<file path="config.mk">
export PLATFORM = sky130hd
export DESIGN_NAME = spw_tx_top
export DESIGN_NICKNAME = d
export VERILOG_FILES = /design/src/source/spw_pkg.sv /design/src/source/tx_link_fsm.sv /design/src/source/tx_flow_credit.sv /design/src/source/tx_char_encoder.sv /design/src/source/tx_ds_shifter.sv /design/src/source/spw_tx_top.sv
export SDC_FILE = /design/constraint.sdc
export NUM_CORES = 1
export LEC_CHECK = 0
export ABC_CLOCK_PERIOD_IN_PS = 3500
export BUFFER_PORTS_ARGS = -buffer_cell sky130_fd_sc_hd__buf_2
export CORE_MARGIN = 2
export CORE_UTILIZATION = 55
export CTS_CLUSTER_DIAMETER = 150
export CTS_CLUSTER_SIZE = 28
export DETAILED_ROUTE_END_ITERATION = 10
export GPL_TIMING_DRIVEN = 0
export MAX_ROUTING_LAYER = met4
export PLACE_DENSITY = 0.77
export SKIP_CTS_REPAIR_TIMING = 1
export SYNTH_ARGS = -nofsm -noshare
export SYNTH_HDL_FRONTEND = slang
export SYNTH_SLANG_ARGS = --single-unit
</file>
<file path="constraint.sdc">
create_clock -name pclk_tx -period 3.5 [get_ports pclk_tx]
set_input_delay 0.7 -clock pclk_tx [delete_from_list [all_inputs] [get_ports pclk_tx]]
set_output_delay 0.7 -clock pclk_tx [all_outputs]
set_load 0.05 [all_outputs]
</file>
<file path="src/source/spw_pkg.sv">
//--------------------------------------------------------------------
// SpaceWire transmitter shared definitions
// Character kinds, payload views, frame format and credit limits
//--------------------------------------------------------------------

package spw_pkg;

	// Characters the transmitter can put on the line
	typedef enum logic [2:0] {
		NULL,
		FCT,
		DATA,
		EOP,
		EEP
	} char_kind_t;

	// Control character codes sent high bit first
	localparam logic [1:0] FCT_CODE = 2'b00;
	localparam logic [1:0] EOP_CODE = 2'b01;
	localparam logic [1:0] EEP_CODE = 2'b10;
	localparam logic [1:0] ESC_CODE = 2'b11;

	// Credit handling
	localparam int CREDIT_PER_FCT = 8;
	localparam logic [2:0] FCT_PENDING_MAX = 3'd7;

	typedef struct packed {
		logic [5:0] unused;
		logic [1:0] code;
	} ctrl_view_t;

	// Same 8 bits read as a data byte or as a control code
	typedef union packed {
		logic [7:0] data;
		ctrl_view_t ctrl;
	} char_payload_u;

	typedef struct packed {
		char_kind_t kind;
		char_payload_u payload;
	} char_req_t;

	// Bit 0 leaves first
	typedef struct packed {
		logic [9:0] bits;
		logic [3:0] len;
	} frame_t;

	// Host side character with flag set for EOP or EEP
	typedef struct packed {
		logic flag;
		logic [7:0] data;
	} data_char_t;

endpackage

</file>
<file path="src/source/tx_link_fsm.sv">
//--------------------------------------------------------------------
// Link start sequencer
// Steps through start, NULL, NULL/FCT and full traffic, and picks
// the next character by priority whenever the encoder asks
//--------------------------------------------------------------------

`timescale 1ns/1ns

module tx_link_fsm
	import spw_pkg::*;
(
	input  logic       pclk_tx,
	input  logic       enable_tx,
	input  logic       send_null_i,
	input  logic       send_fct_i,
	input  logic       txwrite_i,
	input  data_char_t data_i,
	input  logic       pick_i,
	input  logic       has_credit_i,
	input  logic       fct_pending_i,
	output char_req_t  req_o,
	output logic       req_valid_o,
	output logic       ready_o,
	output logic       data_used_o,
	output logic       fct_used_o
);

	typedef enum logic [1:0] {
		ST_START,
		ST_NULL,
		ST_NULL_FCT,
		ST_FULL
	} link_state_t;

	link_state_t state_q;
	link_state_t state_d;
	logic        send_fct;
	logic        send_data;

	always_comb
	begin
		state_d = state_q;
		req_valid_o = 1'b1;
		send_fct = 1'b0;
		send_data = 1'b0;

		case (state_q)
			ST_START:
			begin
				req_valid_o = 1'b0;
				if (send_null_i)
					state_d = ST_NULL;
			end
			ST_NULL:
			begin
				if (send_null_i && send_fct_i)
					state_d = ST_NULL_FCT;
			end
			ST_NULL_FCT:
			begin
				send_fct = fct_pending_i;
				if (send_fct_i && has_credit_i)
					state_d = ST_FULL;
			end
			default:
			begin
				// FCT first, then an N-char if credit allows
				if (fct_pending_i)
					send_fct = 1'b1;
				else if (txwrite_i && has_credit_i)
					send_data = 1'b1;
			end
		endcase
	end

	// NULL carries the code of its trailing FCT
	always_comb
	begin
		req_o = '0;
		req_o.kind = NULL;
		req_o.payload.ctrl.code = FCT_CODE;

		if (send_fct)
		begin
			req_o.kind = FCT;
		end
		else if (send_data)
		begin
			if (!data_i.flag)
			begin
				req_o.kind = DATA;
				req_o.payload.data = data_i.data;
			end
			else if (data_i.data[0])
			begin
				req_o.kind = EEP;
				req_o.payload.ctrl.code = EEP_CODE;
			end
			else
			begin
				req_o.kind = EOP;
				req_o.payload.ctrl.code = EOP_CODE;
			end
		end
	end

	assign ready_o = pick_i && send_data;
	assign data_used_o = pick_i && send_data;
	assign fct_used_o = pick_i && send_fct;

	always_ff @(posedge pclk_tx or negedge enable_tx)
	begin
		if (!enable_tx)
			state_q <= ST_START;
		else if (pick_i)
			state_q <= state_d;
	end

endmodule

</file>
<file path="src/source/tx_flow_credit.sv">
//--------------------------------------------------------------------
// Flow control credit keeper
// Outgoing N-char credit from received FCTs, and FCTs owed to the
// far end for local buffer space
//--------------------------------------------------------------------

`timescale 1ns/1ns

module tx_flow_credit
	import spw_pkg::*;
#(
	parameter int CREDIT_MAX = 56
)
(
	input  logic pclk_tx,
	input  logic enable_tx,
	input  logic gotfct_i,
	input  logic send_fct_now_i,
	input  logic data_used_i,
	input  logic fct_used_i,
	output logic has_credit_o,
	output logic fct_pending_o
);

	localparam int CW = $clog2(CREDIT_MAX + 1);

	logic [CW-1:0] credit_q;
	logic [CW:0]   credit_sum;
	logic [2:0]    pending_q;

	// One bit wider so the add cannot wrap before the clamp
	always_comb
	begin
		credit_sum = {1'b0, credit_q};
		if (gotfct_i)
			credit_sum = credit_sum + (CW+1)'(CREDIT_PER_FCT);
		if (data_used_i)
			credit_sum = credit_sum - (CW+1)'(1);
		if (credit_sum > (CW+1)'(CREDIT_MAX))
			credit_sum = (CW+1)'(CREDIT_MAX);
	end

	always_ff @(posedge pclk_tx or negedge enable_tx)
	begin
		if (!enable_tx)
		begin
			credit_q <= '0;
			pending_q <= '0;
		end
		else
		begin
			credit_q <= credit_sum[CW-1:0];
			if (send_fct_now_i && !fct_used_i && pending_q != FCT_PENDING_MAX)
				pending_q <= pending_q + 3'd1;
			else if (fct_used_i && !send_fct_now_i)
				pending_q <= pending_q - 3'd1;
		end
	end

	assign has_credit_o = (credit_q != '0);
	assign fct_pending_o = (pending_q != 3'd0);

endmodule

</file>
<file path="src/source/tx_char_encoder.sv">
//--------------------------------------------------------------------
// Character encoder
// Frames one character with its parity bit and holds it until the
// shifter takes it
//--------------------------------------------------------------------

`timescale 1ns/1ns

module tx_char_encoder
	import spw_pkg::*;
(
	input  logic      pclk_tx,
	input  logic      enable_tx,
	input  char_req_t req_i,
	input  logic      req_valid_i,
	input  logic      take_i,
	output logic      pick_o,
	output frame_t    frame_o,
	output logic      full_o
);

	frame_t        frame_q;
	frame_t        frame_d;
	logic          full_q;
	char_payload_u prev_q;
	logic          prev_data_q;
	logic          prev_par;
	logic          flag;
	logic          par;

	assign pick_o = !full_q || take_i;
	assign full_o = full_q;
	assign frame_o = frame_q;

	// Parity covers the previous payload and the current flag
	always_comb
	begin
		prev_par = prev_data_q ? ^prev_q.data : ^prev_q.ctrl.code;
		flag = (req_i.kind != DATA);
		par = ~(flag ^ prev_par);

		case (req_i.kind)
			DATA:
				frame_d = '{bits: {req_i.payload.data, 1'b0, par}, len: 4'd10};
			NULL:
				// ESC then FCT with inner parity 0
				frame_d = '{bits: {2'b00, FCT_CODE[0], FCT_CODE[1], 1'b1, 1'b0,
				                   ESC_CODE[0], ESC_CODE[1], 1'b1, par},
				            len: 4'd8};
			default:
				frame_d = '{bits: {6'd0, req_i.payload.ctrl.code[0],
				                   req_i.payload.ctrl.code[1], 1'b1, par},
				            len: 4'd4};
		endcase
	end

	always_ff @(posedge pclk_tx or negedge enable_tx)
	begin
		if (!enable_tx)
		begin
			full_q <= 1'b0;
			prev_q.ctrl <= '{unused: 6'd0, code: FCT_CODE};
			prev_data_q <= 1'b0;
		end
		else if (pick_o)
		begin
			full_q <= req_valid_i;
			if (req_valid_i)
			begin
				prev_q <= req_i.payload;
				prev_data_q <= (req_i.kind == DATA);
			end
		end
	end

	always_ff @(posedge pclk_tx)
	begin
		if (pick_o && req_valid_i)
			frame_q <= frame_d;
	end

endmodule

</file>
<file path="src/source/tx_ds_shifter.sv">
//--------------------------------------------------------------------
// DS shifter
// Sends frames one bit per clock and toggles strobe on repeated bits
//--------------------------------------------------------------------

`timescale 1ns/1ns

module tx_ds_shifter
	import spw_pkg::*;
(
	input  logic   pclk_tx,
	input  logic   enable_tx,
	input  frame_t frame_i,
	input  logic   full_i,
	output logic   take_o,
	output logic   tx_dout_o,
	output logic   tx_sout_o
);

	logic [8:0] shift_q;
	logic [3:0] left_q;
	logic       shifting;
	logic       next_bit;

	// left_q counts bits still to send after the one on the line
	assign shifting = (left_q != 4'd0);
	assign take_o = full_i && !shifting;
	assign next_bit = take_o ? frame_i.bits[0] : shift_q[0];

	always_ff @(posedge pclk_tx)
	begin
		if (take_o)
			shift_q <= frame_i.bits[9:1];
		else if (shifting)
			shift_q <= {1'b0, shift_q[8:1]};
	end

	always_ff @(posedge pclk_tx or negedge enable_tx)
	begin
		if (!enable_tx)
		begin
			left_q <= 4'd0;
			tx_dout_o <= 1'b0;
			tx_sout_o <= 1'b0;
		end
		else if (take_o || shifting)
		begin
			left_q <= take_o ? frame_i.len - 4'd1 : left_q - 4'd1;
			tx_dout_o <= next_bit;
			// Strobe changes only when data does not
			if (next_bit == tx_dout_o)
				tx_sout_o <= ~tx_sout_o;
		end
	end

endmodule

</file>
<file path="src/source/spw_tx_top.sv">
//--------------------------------------------------------------------
// SpaceWire transmitter top level
// Link sequencer, credit keeper, character encoder and DS shifter
//--------------------------------------------------------------------

`timescale 1ns/1ns

module spw_tx_top
	import spw_pkg::*;
#(
	parameter int CREDIT_MAX = 56
)
(
	input  logic       pclk_tx,
	input  logic       enable_tx,
	input  logic       send_null_i,
	input  logic       send_fct_i,
	input  data_char_t data_i,
	input  logic       txwrite_i,
	input  logic       gotfct_i,
	input  logic       send_fct_now_i,
	output logic       tx_dout_o,
	output logic       tx_sout_o,
	output logic       ready_o
);

	char_req_t req;
	frame_t    frame;
	logic      req_valid;
	logic      pick;
	logic      take;
	logic      frame_full;
	logic      has_credit;
	logic      fct_pending;
	logic      data_used;
	logic      fct_used;

	tx_link_fsm tx_link_fsm_inst (
		.pclk_tx       (pclk_tx),
		.enable_tx     (enable_tx),
		.send_null_i   (send_null_i),
		.send_fct_i    (send_fct_i),
		.txwrite_i     (txwrite_i),
		.data_i        (data_i),
		.pick_i        (pick),
		.has_credit_i  (has_credit),
		.fct_pending_i (fct_pending),
		.req_o         (req),
		.req_valid_o   (req_valid),
		.ready_o       (ready_o),
		.data_used_o   (data_used),
		.fct_used_o    (fct_used)
	);

	tx_flow_credit #(
		.CREDIT_MAX (CREDIT_MAX)
	) tx_flow_credit_inst (
		.pclk_tx        (pclk_tx),
		.enable_tx      (enable_tx),
		.gotfct_i       (gotfct_i),
		.send_fct_now_i (send_fct_now_i),
		.data_used_i    (data_used),
		.fct_used_i     (fct_used),
		.has_credit_o   (has_credit),
		.fct_pending_o  (fct_pending)
	);

	tx_char_encoder tx_char_encoder_inst (
		.pclk_tx     (pclk_tx),
		.enable_tx   (enable_tx),
		.req_i       (req),
		.req_valid_i (req_valid),
		.take_i      (take),
		.pick_o      (pick),
		.frame_o     (frame),
		.full_o      (frame_full)
	);

	tx_ds_shifter tx_ds_shifter_inst (
		.pclk_tx   (pclk_tx),
		.enable_tx (enable_tx),
		.frame_i   (frame),
		.full_i    (frame_full),
		.take_o    (take),
		.tx_dout_o (tx_dout_o),
		.tx_sout_o (tx_sout_o)
	);

endmodule

</file>
==> flow_metrics.tcl <==
set metrics [dict create \
    status "finished clean" \
    final-seq-area_sq_um 1336 \
    crit_path_start_kind "flop" \
    drv_cap 0 \
    hold_viol 0 \
    clk_pin_slew_ns 0.09 \
    synth_top_cells_by_count "nand2_1 (29), dfrtp_1 (27), edfxtp_1 (22), xnor2_1 (17), inv_1 (14)" \
    cts_made_buffers 5 \
    ys_seq_area_share_pct 53.06 \
    gp_congestion 0.8523 \
    relSlewSlack_pct 19.17 \
    stdcell_area_sq_um 2806 \
    synth_top_area_share_pct 26.83 \
    die_h_um 71.67 \
    tns_ns 0 \
    fin_crit_sh_pct 83.95 \
    drive_gt1_share_pct 15.38 \
    area.growth.synth_to_final_pct 11.43 \
    irDropWorstVdd_uv 378.3 \
    syn_area_sq_um 2519 \
    tightest_slew_ns 1.201 \
    max_stage_delay_ns 0.67 \
    critPathSlowestCell "a2111oi_4" \
    worstPathCellList "inv_1, ha_1, nor4b_1, a2111oi_4, buf_2" \
    ff2ff_path_depth 8 \
    synth-main-ff-cell "dfrtp_1" \
    ant_nets 0 \
    htreeDepth 2 \
    min_path_type "primary input to asynchronous set/reset pin" \
    dp_hpwl_um 3086 \
    cts_tree "yes" \
    nets 275 \
    num-fill-cells 365 \
    synth_cells 222 \
    crit_type "flop to primary output" \
    synth_top_area_cell "dfrtp_1" \
    clock_sinks 49 \
    fin_crit_ns 2.938 \
    io_buffers 17 \
    end_kind "primary output" \
    wl_per_cell_um 14.22 \
    grt_use_total_pct 19.10 \
    grt_max_degree 28 \
    syn_area_per_cell_sq_um 11.35 \
    wirelength_um 4251 \
    core_sq_um 4384 \
    yosysWarnings 0 \
    worst-path-stages 5 \
    asyncSetResetFlopFracSynth_pct 55.10 \
    clk_latency_ns 0.30 \
    die-area_sq_um 5137 \
    die_width_um 71.67 \
    clockBufferDepth 2 \
    drc 0 \
    drtIter0Drc 142 \
    crit_buf_inv 2 \
    drt_first_pass_iters 4 \
    worst_ep_arrival_time_ns 2.24 \
    max_freq_ghz 0.3404 \
    start_util_pct 57.45 \
    grt_pass1_vias 1591 \
    yosysMostFrequentCell "nand2_1" \
    post_dp_cell_area_sq_um 2669 \
    synth-edff-count 22 \
    syn_nets 251 \
    fin_skew_ns 0.004405 \
    gr-total-overflow 0 \
    ys_types 38 \
    grt_pass1_wl_um 7327 \
    rsz0062_at_grt "no" \
    setup_violations 0 \
    ys_top_cells_by_area "dfrtp_1 (27%), edfxtp_1 (26%), ha_1 (6.0%)" \
    vias 1689 \
    ys_seq_elements 49 \
    maxSlewViolCount 0 \
    crit_required_ns 2.80 \
    leakagePower_nw 1.195 \
    multi_input_area_sq_um 1122 \
    vias_per_cell 5.649 \
    crit_family "compound AO/OA/AOI/OAI gates" \
    ioPinCount 19 \
    cellPowerDensity_nw_per_um2 811.4 \
    cts_root_buf "clkbuf_8" \
    cp_max_fo 10 \
    n_antenna_cell 0 \
    antenna_found_initial 0 \
    rows 24 \
]
==> flip-flops by register name, summed over array words and instances (netlist names) <==
register                          cells
tx_flow_credit_inst.credit_q          6
tx_link_fsm_inst.state_q              2
tx_char_encoder_inst.full_o           1
tx_ds_shifter_inst.left_q             4
tx_char_encoder_inst.frame_o         13
tx_ds_shifter_inst.tx_sout_o          1
tx_char_encoder_inst.prev_q           8
tx_flow_credit_inst.pending_q         3
tx_ds_shifter_inst.shift_q            9
tx_char_encoder_inst.prev_data_q      1
tx_ds_shifter_inst.tx_dout_o          1
==> through the flow <==
stage	worst slack, ns	util [%]	power, mW	cells	hold WS, ns
finish	0.5619	64.01	2.277	299	0.3943
global route	0.3648	64.01	2.444	299	0.4423
CTS	0.5683	64.01	2.296	299	0.4119
detailed placement	0.6912	60.87	1.810	291	0.4540
global placement	0.7809	60.87	1.771	291	0.4531
floorplan	0.5170	-	1.615	222	0.4044
==> per-layer routing <==
layer  wire, um  GRT usage (%)
met5          0              -
met4         70          6.918
met1       1999          25.63
met3        174          4.641
met2       2007          28.50
==> cell usage in the layout, fill, tap and decap left out, types with 2 or more instances in the layout <==
cell / n
nand2_1: 29
edfxtp_1: 22
inv_1: 14
nor2_1: 11
ha_1: 12
o31ai_1: 3
mux2i_1: 4
o22a_1: 2
nor4_1: 2
o21a_1: 2
xnor2_1: 17
dfrtp_1: 27
o21ai_0: 7
clkbuf_8: 5
nor3_1: 8
mux2_2: 9
nand3_1: 9
and3_1: 6
xor2_1: 7
bufinv_16: 2
nand4_1: 3
buf_2: 17
nand2b_1: 5
clkbuf_1: 2
a21oi_1: 5
==> report_power, final <==
group,internal [mW],switching [mW]
Clock,0.287,0.187
Combinational,0.359,0.476
Sequential,0.827,0.140
Total,1.47,0.803
==> cell families after synthesis <==
logic type      share of synthesized area (%)
simple gates                            14.85
flops                                   53.06
compound gates                          8.992
xor+xnor                                8.346
buf+inv                                 2.385
mux                                     5.614
fa+ha+maj                               6.756
==> final timing paths <==
check	start	end	slack, ns
hold / removal	enable_tx	tx_link_fsm_inst.state_q[1]	0.39
setup reg to reg	tx_flow_credit_inst.credit_q[0]	tx_flow_credit_inst.credit_q[0]	0.65
hold reg to reg	tx_ds_shifter_inst.tx_sout_o	tx_ds_shifter_inst.tx_sout_o	0.46
max in group asynchronous	enable_tx	tx_ds_shifter_inst.left_q[2]	2.70
min in group pclk_tx	tx_ds_shifter_inst.tx_sout_o	tx_ds_shifter_inst.tx_sout_o	0.46
setup / recovery	tx_flow_credit_inst.credit_q[0]	ready_o	0.56
==> layout make-up <==
type	count	share of cell area [%]
inverters	14	1.872
well taps	52	2.318
clock buffers	5	2.452
multi-input cells	157	39.99
flip-flops and latches	49	47.61
plain buffers	2	0.2675
clock inverters	3	2.452
repair buffers	17	3.032
No activity file was read; power rests on OpenSTA's default activity.
